$ cat config.mk
export PLATFORM = sky130hd
export DESIGN_NAME = arcade_io_top
export DESIGN_NICKNAME = d
export VERILOG_FILES = /design/src/logic/arcade_pkg.sv /design/src/logic/buttons_if.sv /design/src/logic/clock_enables.sv /design/src/logic/ps2_key_decoder.sv /design/src/logic/control_mapper.sv /design/src/logic/video_output.sv /design/src/logic/sigma_delta_dac.sv /design/src/logic/arcade_io_top.sv
export VERILOG_INCLUDE_DIRS = /design/src /design/src/include
export SDC_FILE = /design/constraint.sdc
export NUM_CORES = 1
export LEC_CHECK = 0
export BUFFER_PORTS_ARGS = -buffer_cell sky130_fd_sc_hd__buf_4
export CORE_MARGIN = 2
export CORE_UTILIZATION = 56
export CTS_BUF_LIST = sky130_fd_sc_hd__clkbuf_4 sky130_fd_sc_hd__clkbuf_8
export CTS_CLUSTER_DIAMETER = 60
export DETAILED_ROUTE_END_ITERATION = 16
export GPL_TIMING_DRIVEN = 0
export MAX_ROUTING_LAYER = met4
export PLACE_DENSITY = 0.87
export SETUP_SLACK_MARGIN = 0.3
export SYNTH_ARGS = -nofsm -noshare
export SYNTH_HDL_FRONTEND = slang
export SYNTH_SLANG_ARGS = --single-unit
$ cat constraint.sdc
create_clock -name clk_sys -period 3.02 [get_ports clk_sys]
set_input_delay 0.604 -clock clk_sys [delete_from_list [all_inputs] [get_ports clk_sys]]
set_output_delay 0.604 -clock clk_sys [all_outputs]
set_load 0.02 [all_outputs]
$ cat src/include/arcade_io_cfg.svh
// Arcade wrapper configuration
`ifndef ARCADE_IO_CFG_SVH
`define ARCADE_IO_CFG_SVH

// ============================================================
// Audio
// ============================================================
`define CFG_DAC_WIDTH 10

// ============================================================
// Video
// ============================================================
`define CFG_COLOR_DEPTH 4   // Core colour bits per channel
`define CFG_VGA_DEPTH 6     // VGA colour bits per channel

// Slow enable divider, about 1.79 MHz from 25 MHz
`define CFG_SLOW_DIV 14

`endif

$ cat src/logic/arcade_pkg.sv
// Arcade wrapper types
`default_nettype none

package arcade_pkg;

	// ============================================================
	// PS/2 decoding
	// ============================================================
	typedef enum logic [1:0] {
		IDLE,       // Waiting for a sequence
		EXT,        // After E0
		BREAK,      // After F0
		EXT_BREAK   // After E0 F0
	} ps2_state_e;

	localparam logic [7:0] PREFIX_EXT = 8'hE0;
	localparam logic [7:0] PREFIX_BREAK = 8'hF0;

	// Scan codes used by the game
	typedef enum logic [7:0] {
		KEY_START1 = 8'h05,  // F1
		KEY_START2 = 8'h06,  // F2
		KEY_FIRE2 = 8'h11,   // Alt
		KEY_FIRE1 = 8'h29,   // Space
		KEY_LEFT = 8'h6B,
		KEY_DOWN = 8'h72,
		KEY_RIGHT = 8'h74,
		KEY_UP = 8'h75,
		KEY_COIN = 8'h76     // Esc
	} key_code_e;

	// Scanline dimming on odd lines
	typedef enum logic [1:0] {
		OFF,
		DIM25,
		DIM50,
		DIM75
	} scanline_e;

endpackage

`default_nettype wire

$ cat src/logic/buttons_if.sv
// Keyboard button bundle
`default_nettype none

interface buttons_if;
	logic up;
	logic down;
	logic left;
	logic right;
	logic fire1;
	logic fire2;
	logic coin;
	logic start1;
	logic start2;

	// Decoder side
	modport src (output up, down, left, right, fire1, fire2, coin, start1, start2);

	// Mapper side
	modport dst (input up, down, left, right, fire1, fire2, coin, start1, start2);
endinterface

`default_nettype wire

$ cat src/logic/clock_enables.sv
// Core clock enable generator
`default_nettype none

`include "arcade_io_cfg.svh"

module clock_enables (
	input  wire  clk_sys,
	input  wire  rst,
	output logic ce_12,
	output logic ce_6p,
	output logic ce_6n,
	output logic ce_slow
);

	localparam int SLOW_W = $clog2(`CFG_SLOW_DIV);

	logic [1:0] phase;        // Fast enable phase
	logic [SLOW_W-1:0] slow_cnt;

	// ============================================================
	// Fast enables, 12 MHz and two 6 MHz phases
	// ============================================================
	always_ff @(posedge clk_sys) begin
		if (rst) begin
			phase <= 2'd0;
			ce_12 <= 1'b0;
			ce_6p <= 1'b0;
			ce_6n <= 1'b0;
		end else begin
			phase <= phase + 2'd1;
			ce_12 <= ~phase[0];
			ce_6p <= (phase == 2'd0);
			ce_6n <= (phase == 2'd2);  // Half a 6 MHz period later
		end
	end

	// Slow enable, one pulse per divider period
	always_ff @(posedge clk_sys) begin
		if (rst) begin
			slow_cnt <= '0;
			ce_slow <= 1'b0;
		end else begin
			ce_slow <= (slow_cnt == '0);
			if (slow_cnt == '0)
				slow_cnt <= SLOW_W'(`CFG_SLOW_DIV - 1);
			else
				slow_cnt <= slow_cnt - 1'b1;
		end
	end

endmodule

`default_nettype wire

$ cat src/logic/ps2_key_decoder.sv
// PS/2 scan code decoder
`default_nettype none

module ps2_key_decoder (
	input  wire        clk_sys,
	input  wire        rst,
	input  wire  [7:0] key_data,
	input  wire        key_valid,
	buttons_if.src     btn
);

	arcade_pkg::ps2_state_e state;
	logic brk;    // F0 seen in this sequence
	logic ext;    // E0 seen in this sequence
	logic make;

	assign brk = (state == arcade_pkg::BREAK) || (state == arcade_pkg::EXT_BREAK);
	assign ext = (state == arcade_pkg::EXT) || (state == arcade_pkg::EXT_BREAK);
	assign make = ~brk;

	// ============================================================
	// Prefix tracking and button latches
	// ============================================================
	always_ff @(posedge clk_sys) begin
		if (rst) begin
			state <= arcade_pkg::IDLE;
			btn.up <= 1'b0;
			btn.down <= 1'b0;
			btn.left <= 1'b0;
			btn.right <= 1'b0;
			btn.fire1 <= 1'b0;
			btn.fire2 <= 1'b0;
			btn.coin <= 1'b0;
			btn.start1 <= 1'b0;
			btn.start2 <= 1'b0;
		end else if (key_valid) begin
			case (key_data)
				arcade_pkg::PREFIX_EXT: begin
					state <= brk ? arcade_pkg::EXT_BREAK : arcade_pkg::EXT;
				end
				arcade_pkg::PREFIX_BREAK: begin
					state <= ext ? arcade_pkg::EXT_BREAK : arcade_pkg::BREAK;
				end
				default: begin
					// Final byte ends the sequence whatever it is
					state <= arcade_pkg::IDLE;
					// Arrows normally carry E0, but plain codes count too
					case (key_data)
						arcade_pkg::KEY_UP: btn.up <= make;
						arcade_pkg::KEY_DOWN: btn.down <= make;
						arcade_pkg::KEY_LEFT: btn.left <= make;
						arcade_pkg::KEY_RIGHT: btn.right <= make;
						arcade_pkg::KEY_FIRE1: btn.fire1 <= make;
						arcade_pkg::KEY_FIRE2: btn.fire2 <= make;
						arcade_pkg::KEY_COIN: btn.coin <= make;
						arcade_pkg::KEY_START1: btn.start1 <= make;
						arcade_pkg::KEY_START2: btn.start2 <= make;
						default: begin
						end
					endcase
				end
			endcase
		end
	end

endmodule

`default_nettype wire

$ cat src/logic/control_mapper.sv
// Player control mapper
`default_nettype none

module control_mapper (
	input  wire        clk_sys,
	input  wire        rst,
	buttons_if.dst     btn,
	input  wire  [5:0] joy0,
	input  wire  [5:0] joy1,
	input  wire        rotate,
	output logic [6:0] p1_n,
	output logic [6:0] p2_n,
	output logic       coin_n
);

	// Joystick bit positions
	localparam int JOY_RIGHT = 0;
	localparam int JOY_LEFT = 1;
	localparam int JOY_DOWN = 2;
	localparam int JOY_UP = 3;
	localparam int JOY_FIRE1 = 4;
	localparam int JOY_FIRE2 = 5;

	logic up, down, left, right;
	logic fire1, fire2;
	logic m_up, m_down, m_left, m_right;  // After rotation

	// ============================================================
	// Merge keyboard and both sticks
	// ============================================================
	always_comb begin
		up = btn.up | joy0[JOY_UP] | joy1[JOY_UP];
		down = btn.down | joy0[JOY_DOWN] | joy1[JOY_DOWN];
		left = btn.left | joy0[JOY_LEFT] | joy1[JOY_LEFT];
		right = btn.right | joy0[JOY_RIGHT] | joy1[JOY_RIGHT];
		fire1 = btn.fire1 | joy0[JOY_FIRE1] | joy1[JOY_FIRE1];
		fire2 = btn.fire2 | joy0[JOY_FIRE2] | joy1[JOY_FIRE2];

		if (rotate) begin
			// Quarter turn for a vertical cabinet
			m_up = left;
			m_down = right;
			m_left = down;
			m_right = up;
		end else begin
			m_up = up;
			m_down = down;
			m_left = left;
			m_right = right;
		end
	end

	// Active low vectors, start in the top bit
	always_ff @(posedge clk_sys) begin
		if (rst) begin
			p1_n <= '1;
			p2_n <= '1;
			coin_n <= 1'b1;
		end else begin
			p1_n <= ~{btn.start1, fire2, fire1, m_left, m_right, m_up, m_down};
			p2_n <= ~{btn.start2, fire2, fire1, m_left, m_right, m_up, m_down};
			coin_n <= ~btn.coin;
		end
	end

endmodule

`default_nettype wire

$ cat src/logic/video_output.sv
// VGA output stage
`default_nettype none

`include "arcade_io_cfg.svh"

module video_output (
	input  wire                          clk_sys,
	input  wire                          rst,
	input  wire  [`CFG_COLOR_DEPTH-1:0]  r,
	input  wire  [`CFG_COLOR_DEPTH-1:0]  g,
	input  wire  [`CFG_COLOR_DEPTH-1:0]  b,
	input  wire                          hsync,
	input  wire                          vsync,
	input  wire                          hblank,
	input  wire                          vblank,
	input  arcade_pkg::scanline_e        scanlines,
	output logic [`CFG_VGA_DEPTH-1:0]    vga_r,
	output logic [`CFG_VGA_DEPTH-1:0]    vga_g,
	output logic [`CFG_VGA_DEPTH-1:0]    vga_b,
	output logic                         vga_hs,
	output logic                         vga_vs
);

	localparam int CD = `CFG_COLOR_DEPTH;
	localparam int VD = `CFG_VGA_DEPTH;

	logic hs_prev;
	logic line_odd;   // Low bit of the line count
	logic blank;

	assign blank = hblank | vblank;

	// Dim one channel and widen it to the VGA depth
	function automatic logic [VD-1:0] shade(input logic [CD-1:0] c, input logic dim,
		input arcade_pkg::scanline_e mode);
		logic [CD-1:0] d;
		d = c;
		if (dim) begin
			case (mode)
				arcade_pkg::DIM25: d = c - (c >> 2);
				arcade_pkg::DIM50: d = c >> 1;
				arcade_pkg::DIM75: d = c >> 2;
				default: d = c;
			endcase
		end
		return {d, d[CD-1 -: VD-CD]};  // Top bits repeated below
	endfunction

	// ============================================================
	// Line parity, counted on hsync rising edges
	// ============================================================
	always_ff @(posedge clk_sys) begin
		if (rst) begin
			hs_prev <= 1'b0;
			line_odd <= 1'b0;
		end else begin
			hs_prev <= hsync;
			if (vsync)
				line_odd <= 1'b0;
			else if (hsync && !hs_prev)
				line_odd <= ~line_odd;
		end
	end

	// Output register
	always_ff @(posedge clk_sys) begin
		if (rst) begin
			vga_r <= '0;
			vga_g <= '0;
			vga_b <= '0;
			vga_hs <= 1'b1;
			vga_vs <= 1'b1;
		end else begin
			vga_r <= blank ? '0 : shade(r, line_odd, scanlines);
			vga_g <= blank ? '0 : shade(g, line_odd, scanlines);
			vga_b <= blank ? '0 : shade(b, line_odd, scanlines);
			vga_hs <= ~hsync;   // Core syncs are active high
			vga_vs <= ~vsync;
		end
	end

endmodule

`default_nettype wire

$ cat src/logic/sigma_delta_dac.sv
// First order sigma-delta DAC
`default_nettype none

`include "arcade_io_cfg.svh"

module sigma_delta_dac (
	input  wire                         clk_sys,
	input  wire                         rst,
	input  wire  [`CFG_DAC_WIDTH-1:0]   sample,
	output logic                        dac_out
);

	localparam int W = `CFG_DAC_WIDTH;

	logic [W:0] acc;   // Residue plus carry

	// ============================================================
	// Accumulate and emit the carry
	// ============================================================
	// The residue starts just below full scale, so every aligned
	// window of 2^W cycles after reset carries exactly sample times
	always_ff @(posedge clk_sys) begin
		if (rst)
			acc <= {1'b0, {W{1'b1}}};
		else
			acc <= {1'b0, acc[W-1:0]} + {1'b0, sample};
	end

	assign dac_out = acc[W];   // Low in reset

endmodule

`default_nettype wire

$ cat src/logic/arcade_io_top.sv
// Arcade board wrapper
`default_nettype none

`include "arcade_io_cfg.svh"

module arcade_io_top (
	input  wire                          clk_sys,
	input  wire                          rst,
	// Keyboard and sticks
	input  wire  [7:0]                   key_data,
	input  wire                          key_valid,
	input  wire  [5:0]                   joy0,
	input  wire  [5:0]                   joy1,
	input  wire                          rotate,
	// Core video
	input  wire  [`CFG_COLOR_DEPTH-1:0]  r,
	input  wire  [`CFG_COLOR_DEPTH-1:0]  g,
	input  wire  [`CFG_COLOR_DEPTH-1:0]  b,
	input  wire                          hsync,
	input  wire                          vsync,
	input  wire                          hblank,
	input  wire                          vblank,
	input  arcade_pkg::scanline_e        scanlines,
	input  wire  [`CFG_DAC_WIDTH-1:0]    audio_sample,
	// Core enables
	output logic                         ce_12,
	output logic                         ce_6p,
	output logic                         ce_6n,
	output logic                         ce_slow,
	// Player inputs, active low
	output logic [6:0]                   p1_n,
	output logic [6:0]                   p2_n,
	output logic                         coin_n,
	// Board outputs
	output logic [`CFG_VGA_DEPTH-1:0]    vga_r,
	output logic [`CFG_VGA_DEPTH-1:0]    vga_g,
	output logic [`CFG_VGA_DEPTH-1:0]    vga_b,
	output logic                         vga_hs,
	output logic                         vga_vs,
	output logic                         audio_l,
	output logic                         audio_r
);

	buttons_if keys ();

	// ============================================================
	// Clocking and controls
	// ============================================================
	clock_enables u_clock_enables (
		.clk_sys (clk_sys),
		.rst     (rst),
		.ce_12   (ce_12),
		.ce_6p   (ce_6p),
		.ce_6n   (ce_6n),
		.ce_slow (ce_slow)
	);

	ps2_key_decoder u_ps2_key_decoder (
		.clk_sys   (clk_sys),
		.rst       (rst),
		.key_data  (key_data),
		.key_valid (key_valid),
		.btn       (keys)
	);

	control_mapper u_control_mapper (
		.clk_sys (clk_sys),
		.rst     (rst),
		.btn     (keys),
		.joy0    (joy0),
		.joy1    (joy1),
		.rotate  (rotate),
		.p1_n    (p1_n),
		.p2_n    (p2_n),
		.coin_n  (coin_n)
	);

	// ============================================================
	// Video and audio out
	// ============================================================
	video_output u_video_output (
		.clk_sys   (clk_sys),
		.rst       (rst),
		.r         (r),
		.g         (g),
		.b         (b),
		.hsync     (hsync),
		.vsync     (vsync),
		.hblank    (hblank),
		.vblank    (vblank),
		.scanlines (scanlines),
		.vga_r     (vga_r),
		.vga_g     (vga_g),
		.vga_b     (vga_b),
		.vga_hs    (vga_hs),
		.vga_vs    (vga_vs)
	);

	sigma_delta_dac u_sigma_delta_dac (
		.clk_sys (clk_sys),
		.rst     (rst),
		.sample  (audio_sample),
		.dac_out (audio_l)
	);

	assign audio_r = audio_l;   // Mono core

endmodule

`default_nettype wire

==> results of run 1 <==
Yosys cell counts (4+ instances only):
library cell,n,area share [%]
a211oi_1,6,1.6
a21oi_1,22,3.9
and2_1,5,1.1
buf_4,13,3.4
clkbuf_1,7,0.92
dfxtp_1,55,39
fa_1,4,2.8
ha_1,19,8.3
inv_1,21,2.8
mux2i_1,9,3.2
nand2_1,23,3.0
nand2b_1,4,0.88
nand3_1,4,0.70
nor2_1,30,4.0
nor2b_1,18,4.0
nor3_1,6,1.1
o21ai_0,25,4.4
o22ai_1,4,0.88
o31ai_1,7,1.8
xnor2_1,4,1.2
area by class of cell:
type,instances,area share (%)
plain buffers,25,3.93
flip-flops and latches,55,29.8
multi-input cells,228,41.2
repair buffers,89,18.1
inverters,22,2.24
well taps,67,2.27
clock buffers,6,2.24
clock inverters,1,0.136
power breakdown:
group	internal [mW]	total (mW)	switching, mW
Combinational	0.331	0.687	0.356
Clock	0.180	0.406	0.226
Sequential	0.824	0.867	0.0435
sequential cells by signal, summed over array words and instances (netlist names), 2 cells and up:
signal and cells:
u_clock_enables.slow_cnt 4, u_control_mapper.p2_n 7, u_clock_enables.phase 2, u_video_output.vga_b 4, u_sigma_delta_dac.acc 11, u_video_output.vga_r 4
u_video_output.vga_g 4
cells by family (layout without fill, tap and decap cells):
kind of cell,Yosys count,after routing,share of synthesized area [%]
mux,9,9,3.16
simple gates,111,111,20.4
buf+inv,47,143,7.99
fa+ha+maj,23,23,11.2
xor+xnor,6,6,1.84
compound gates,79,79,16.9
flops,55,55,38.6
routing by layer:
metal / routed length (um) / track usage [%] / up-vias
li1: - / - / 1324
met5: 0 / - / -
met2: 3380 / 44.3 / 84
met4: 125 / 9.16 / 0
met3: 393 / 5.03 / 13
met1: 2590 / 27.4 / 1229
critical path, cell delays in order:
cell      delay (ns)
buf_4           0.08
ha_1            0.16
inv_1           0.05
fa_1            0.38
nor2b_1         0.16
o21ai_0         0.12
a211oi_1        0.42
nor2_1          0.10
o31ai_1         0.25
worst max-delay path by stage:
stage | startpoint | cells past startpoint | endpoint
3_5_place_dp | audio_sample[0] | 9 | u_sigma_delta_dac.acc[10]$_SDFF_PP0_
2_1_floorplan | audio_sample[0] | 8 | u_sigma_delta_dac.acc[10]$_SDFF_PP0_
4_1_cts | audio_sample[0] | 9 | u_sigma_delta_dac.acc[10]$_SDFF_PP0_
5_1_grt | audio_sample[0] | 9 | u_sigma_delta_dac.acc[10]$_SDFF_PP0_
6_report | audio_sample[0] | 9 | u_sigma_delta_dac.acc[10]$_SDFF_PP0_
3_3_place_gp | audio_sample[0] | 9 | u_sigma_delta_dac.acc[10]$_SDFF_PP0_
stage by stage:
stage | hold slack (ns) | cell area [um2] | setup slack [ns] | total power, mW | instances
after detailed placement | 0.369 | 3600 | 0.577 | 1.57 | 486
after global routing | 0.402 | 3690 | 0.696 | 2.10 | 493
after CTS | 0.392 | 3690 | 0.904 | 1.97 | 493
after global placement | 0.364 | 3600 | 0.687 | 1.54 | 486
final | 0.388 | 3690 | 0.916 | 1.96 | 493
after floorplan | 0.358 | 2850 | 0.953 | 1.35 | 330
==> flow_metrics.py, run 1 <==
metrics = {
    "layout": {
        "fillers": 385,
        "final_cell_mix": "buf_4 (102), dfxtp_1 (55), nor2_1 (30)",
        "final_layout_size_suffix_gt1_share_pct": 27.2,
        "area.sequential_um2": 1100,
        "multi_input_area_um2": 1520,
        "synthToLayoutAreaGrowth_pct": 29.5,
        "post-route-util_pct": 76.6,
        "layout_commonest_cell": "buf_4",
        "fin_nets": 501,
        "n_antenna_cell": 0,
    },
    "hold_path": {
        "holdPathStages": 1,
        "hp-start": "u_ps2_key_decoder.btn.start1$_SDFFE_PP0P_",
        "hold_class": "flop to flop",
        "hold_end": "u_control_mapper.p1_n[6]$_SDFF_PP1_",
    },
    "clocking": {
        "cts_tree": "yes",
        "post_cts_resize_count": 0,
        "cts-htree-levels": 2,
        "clockBufferDepth": 2,
        "clock_latency_ns": 0.31,
        "clockRootBuffer": "clkbuf_8",
        "clkSinkCount": 55,
        "ctsHoldBuffers": 0,
        "cts.clk_slew.worst_paths_ns": 0.09,
        "cts_setup_buffers": 0,
        "cts_inserted_buffers": 5,
    },
    "timing": {
        "rsz0062_at_grt": "no",
        "period_share_pct": 69.7,
        "maxSlewHeadroom_pct": 42.3,
        "setup_violations": 0,
        "drv_slew": 0,
        "tightest_slew_ns": 0.858,
        "totalNegativeSetupSlack_ns": 0,
        "timing.fmax_mhz": 475,
        "finalHoldViolations": 0,
        "fin_skew_ns": 0.00450,
        "fin_crit_ns": 2.10,
    },
    "placed_design": {
        "io_buffers": 89,
        "hpwlAfterDp_mm": 5.06,
        "place_congestion": 0.895,
    },
    "floorplan": {
        "dieArea_um2": 5680,
        "ios": 93,
        "die_w_um": 75.3,
        "die_h_um": 75.3,
        "rows": 25,
        "core_area_um2": 4820,
        "start_util_pct": 59.2,
    },
    "logic_synthesis": {
        "yosysWarnings": 0,
        "syn_area_um2": 2850,
        "async_flop_share_pct": 0,
        "ys_seq_area_share_pct": 38.6,
        "ys_types": 44,
        "netlist_instances": 330,
        "ys_ff_latch": 55,
        "synth_edf_count": 0,
        "syn-num-nets": 405,
        "syn_area_per_cell_um2": 8.64,
        "synth_flop_cell": "dfxtp_1",
    },
    "critical_path": {
        "startpoint_type": "input pin",
        "crit_type": "input pin to flop",
        "arrival_ns": 2.32,
        "cp-end-kind": "flop",
        "reg2reg_slack_ns": 0.96,
        "r2r_start": "u_sigma_delta_dac.acc[0]$_SDFF_PP1_",
        "reg2reg_depth": 8,
        "critPathRequiredTime_ns": 3.24,
        "r2r-end": "u_sigma_delta_dac.acc[10]$_SDFF_PP0_",
        "critical_path_peak_fanout": 3,
    },
    "global_routing": {
        "grt_overflow_total": 0,
        "grt_pass1_vias": 2490,
        "grt_antenna_before_repair": 0,
        "grt_max_degree": 16,
        "grt_pass1_wl_mm": 10.5,
        "grtUsageTotal_pct": 24.9,
    },
    "run": {
        "cap_violations": 0,
    },
    "power_and_ir_drop": {
        "leakage_nw": 1.69,
        "ir_worst_vdd_uv": 385,
        "power.density_nw_per_um2": 532,
    },
    "outcome": {
        "status": "finished, final reports clean",
    },
    "route": {
        "wl_per_cell_um": 13.2,
        "drt-initial-drc-count": 89,
        "num_vias": 2650,
        "wl_mm": 6.49,
        "dr.pass1.iters": 6,
        "viasPerCell": 5.38,
        "antenna_left": 0,
        "drc_errors": 0,
    },
}
Power figures use the tool's default switching activity.
==> run 2, diff against run 1 <==
--- a/config.mk
+++ b/config.mk
@@ -8,13 +8,13 @@
 export LEC_CHECK = 0
 export BUFFER_PORTS_ARGS = -buffer_cell sky130_fd_sc_hd__buf_4
 export CORE_MARGIN = 2
-export CORE_UTILIZATION = 56
+export CORE_UTILIZATION = 52
 export CTS_BUF_LIST = sky130_fd_sc_hd__clkbuf_4 sky130_fd_sc_hd__clkbuf_8
 export CTS_CLUSTER_DIAMETER = 60
 export DETAILED_ROUTE_END_ITERATION = 16
 export GPL_TIMING_DRIVEN = 0
 export MAX_ROUTING_LAYER = met4
-export PLACE_DENSITY = 0.87
+export PLACE_DENSITY = 0.82
 export SETUP_SLACK_MARGIN = 0.3
 export SYNTH_ARGS = -nofsm -noshare
 export SYNTH_HDL_FRONTEND = slang
==> constraint.sdc (replaced) <==
create_clock -name clk_sys -period 2 [get_ports clk_sys]
set_input_delay 0.4 -clock clk_sys [delete_from_list [all_inputs] [get_ports clk_sys]]
set_output_delay 0.4 -clock clk_sys [all_outputs]
set_load 0.02 [all_outputs]
==> run 2 against run 1 <==
Against the previous run: count of clock-buffer cells in the layout unchanged; total power increased by 56%; wire length rose by 2.2%; first-iteration DRC count grew 30%; sequential share of layout area is 0.48 points lower; combinational power increased by 63%; critical path depth fell by 1; non-clock buffer count up 1; sequential power increased by 51%; largest power group unchanged.
==> flow_metrics.py, run 2 (synthesis gave the netlist of run 1 again) <==
metrics = {
    "clocking": {
        "clockRootBuffer": "clkbuf_8",
        "cts_inserted_buffers": 5,
        "cts.clk_slew.worst_paths_ns": 0.10,
        "cts_tree": "yes",
        "ctsHoldBuffers": 0,
        "clkSinkCount": 55,
        "clock_latency_ns": 0.31,
        "clockBufferDepth": 2,
        "cts-htree-levels": 2,
    },
    "critical_path": {
        "cp-end-kind": "flop",
        "arrival_ns": 1.96,
        "critical_path.top_delay_family": "simple AND/OR/NAND/NOR gates",
        "slowest_stage": "dfxtp_2",
        "crit_type": "flop to flop",
        "r2r_start": "u_sigma_delta_dac.acc[0]$_SDFF_PP1_",
        "crit_buf_inv": 1,
        "cp_cell_sequence": "ha_4 -> inv_2 -> fa_2 -> nor2b_2 -> o21ai_2 -> and2_4 -> xnor2_1 -> or2_4",
        "critPathRequiredTime_ns": 2.21,
        "max_stage_delay_ns": 0.35,
        "reg2reg_slack_ns": 0.25,
        "critical_path_peak_fanout": 2,
        "startpoint_type": "flop",
        "r2r-end": "u_sigma_delta_dac.acc[4]$_SDFF_PP1_",
        "reg2reg_depth": 8,
    },
    "timing": {
        "tightest_slew_ns": 0.829,
        "period_share_pct": 87.7,
        "drv_slew": 0,
        "finalHoldViolations": 0,
        "fin_crit_ns": 1.75,
        "fin_ws_ns": 0.246,
        "hold_ws_ns": 0.258,
        "totalNegativeSetupSlack_ns": 0,
        "timing.fmax_mhz": 570,
        "maxSlewHeadroom_pct": 44.3,
        "setup_violations": 0,
        "rsz0062_at_grt": "yes",
        "fin_skew_ns": 0.00737,
    },
    "power_and_ir_drop": {
        "ir_worst_vdd_uv": 419,
        "power.density_nw_per_um2": 814,
        "leakage_nw": 1.70,
    },
    "route": {
        "antenna_left": 0,
        "num_vias": 2612,
        "dr.pass1.iters": 4,
        "viasPerCell": 5.26,
        "drt-initial-drc-count": 116,
        "drc_errors": 0,
        "wl_mm": 6.63,
        "wl_per_cell_um": 13.3,
    },
    "layout": {
        "multi_input_area_um2": 1570,
        "fillers": 428,
        "largestRegisters": "u_sigma_delta_dac.acc (11), u_control_mapper.p2_n (7)",
        "largest_reg_flops": 11,
        "largest_register": "u_sigma_delta_dac.acc",
        "synthToLayoutAreaGrowth_pct": 31.7,
        "area.sequential_um2": 1100,
        "final_layout_size_suffix_gt1_share_pct": 30.0,
        "n_antenna_cell": 0,
        "design_area_um2": 3750,
        "layout_commonest_cell": "buf_4",
        "fin_nets": 502,
        "final_cell_mix": "buf_4 (103), dfxtp_1 (54), nor2_1 (30)",
    },
    "hold_path": {
        "hold_class": "input pin to flop",
        "hp-start": "vsync",
        "hold_end": "u_video_output.vga_vs$_SDFF_PP1_",
        "holdPathStages": 2,
    },
    "global_routing": {
        "grt_max_degree": 16,
        "grt_overflow_total": 0,
        "grt_antenna_before_repair": 0,
        "grt_pass1_vias": 2492,
        "grtUsageTotal_pct": 23.0,
        "grt_pass1_wl_mm": 11.0,
    },
    "outcome": {
        "status": "finished, final reports clean",
    },
    "placed_design": {
        "io_buffers": 89,
        "place_worst_setup_slack_ns": 0.0704,
        "hpwlAfterDp_mm": 5.04,
        "place_congestion": 0.909,
        "place_area_um2": 3630,
    },
    "floorplan": {
        "start_util_pct": 54.8,
        "die_h_um": 78.0,
        "die_w_um": 78.0,
        "core_area_um2": 5200,
        "dieArea_um2": 6090,
        "rows": 26,
        "ios": 93,
    },
    "run": {
        "cap_violations": 0,
    },
}
run 2: final cells by class:
type | count | area share [%]
timing repair buffer | 90 | 18.0
sequential | 55 | 29.4
clock inverter | 1 | 0.133
buffer | 25 | 3.90
tap | 70 | 2.33
multi-input combinational | 228 | 41.9
inverter | 22 | 2.20
clock buffer | 6 | 2.20
run 2: worst max-delay path by stage:
stage,from,endpoint,slack (ns),cells past startpoint
2_1_floorplan,audio_sample[0],u_sigma_delta_dac.acc[4]$_SDFF_PP1_,0.29,8
3_3_place_gp,audio_sample[0],u_sigma_delta_dac.acc[10]$_SDFF_PP0_,0.09,9
3_5_place_dp,audio_sample[0],u_sigma_delta_dac.acc[10]$_SDFF_PP0_,0.07,9
4_1_cts,u_sigma_delta_dac.acc[0]$_SDFF_PP1_,u_sigma_delta_dac.acc[10]$_SDFF_PP0_,0.28,8
5_1_grt,u_sigma_delta_dac.acc[0]$_SDFF_PP1_,u_sigma_delta_dac.acc[4]$_SDFF_PP1_,0.19,8
6_report,u_sigma_delta_dac.acc[0]$_SDFF_PP1_,u_sigma_delta_dac.acc[4]$_SDFF_PP1_,0.25,8
run 2: stage by stage:
| stage | util, % | total power [mW] | instances |
|---|---|---|---|
| after global placement | 69.7 | 2.34 | 489 |
| after floorplan | - | 2.06 | 330 |
| after CTS | 71.6 | 3.01 | 496 |
| after detailed placement | 69.7 | 2.39 | 489 |
| after global routing | 72.1 | 3.27 | 497 |
| final | 72.1 | 3.06 | 497 |
run 2: power by group:
group | internal, mW | switching, mW | total (mW)
clock network | 0.273 | 0.348 | 0.620
registers | 1.24 | 0.0677 | 1.31
logic | 0.539 | 0.583 | 1.12
total | 2.06 | 0.998 | 3.06
run 2: routing by layer:
metal,GRT usage (%),wire [um],vias to the layer above
li1,-,-,1319
met5,-,0,-
met1,27.2,2650,1189
met4,8.95,115,0
met2,38.3,3350,91
met3,5.17,510,13
run 2: what timing repair did:
action / in CTS / in global routing
gates resized for setup: 5 / 4
setup buffers: 0 / 1
setup endpoints to repair: 4 / 7
pin swaps: 8 / 2
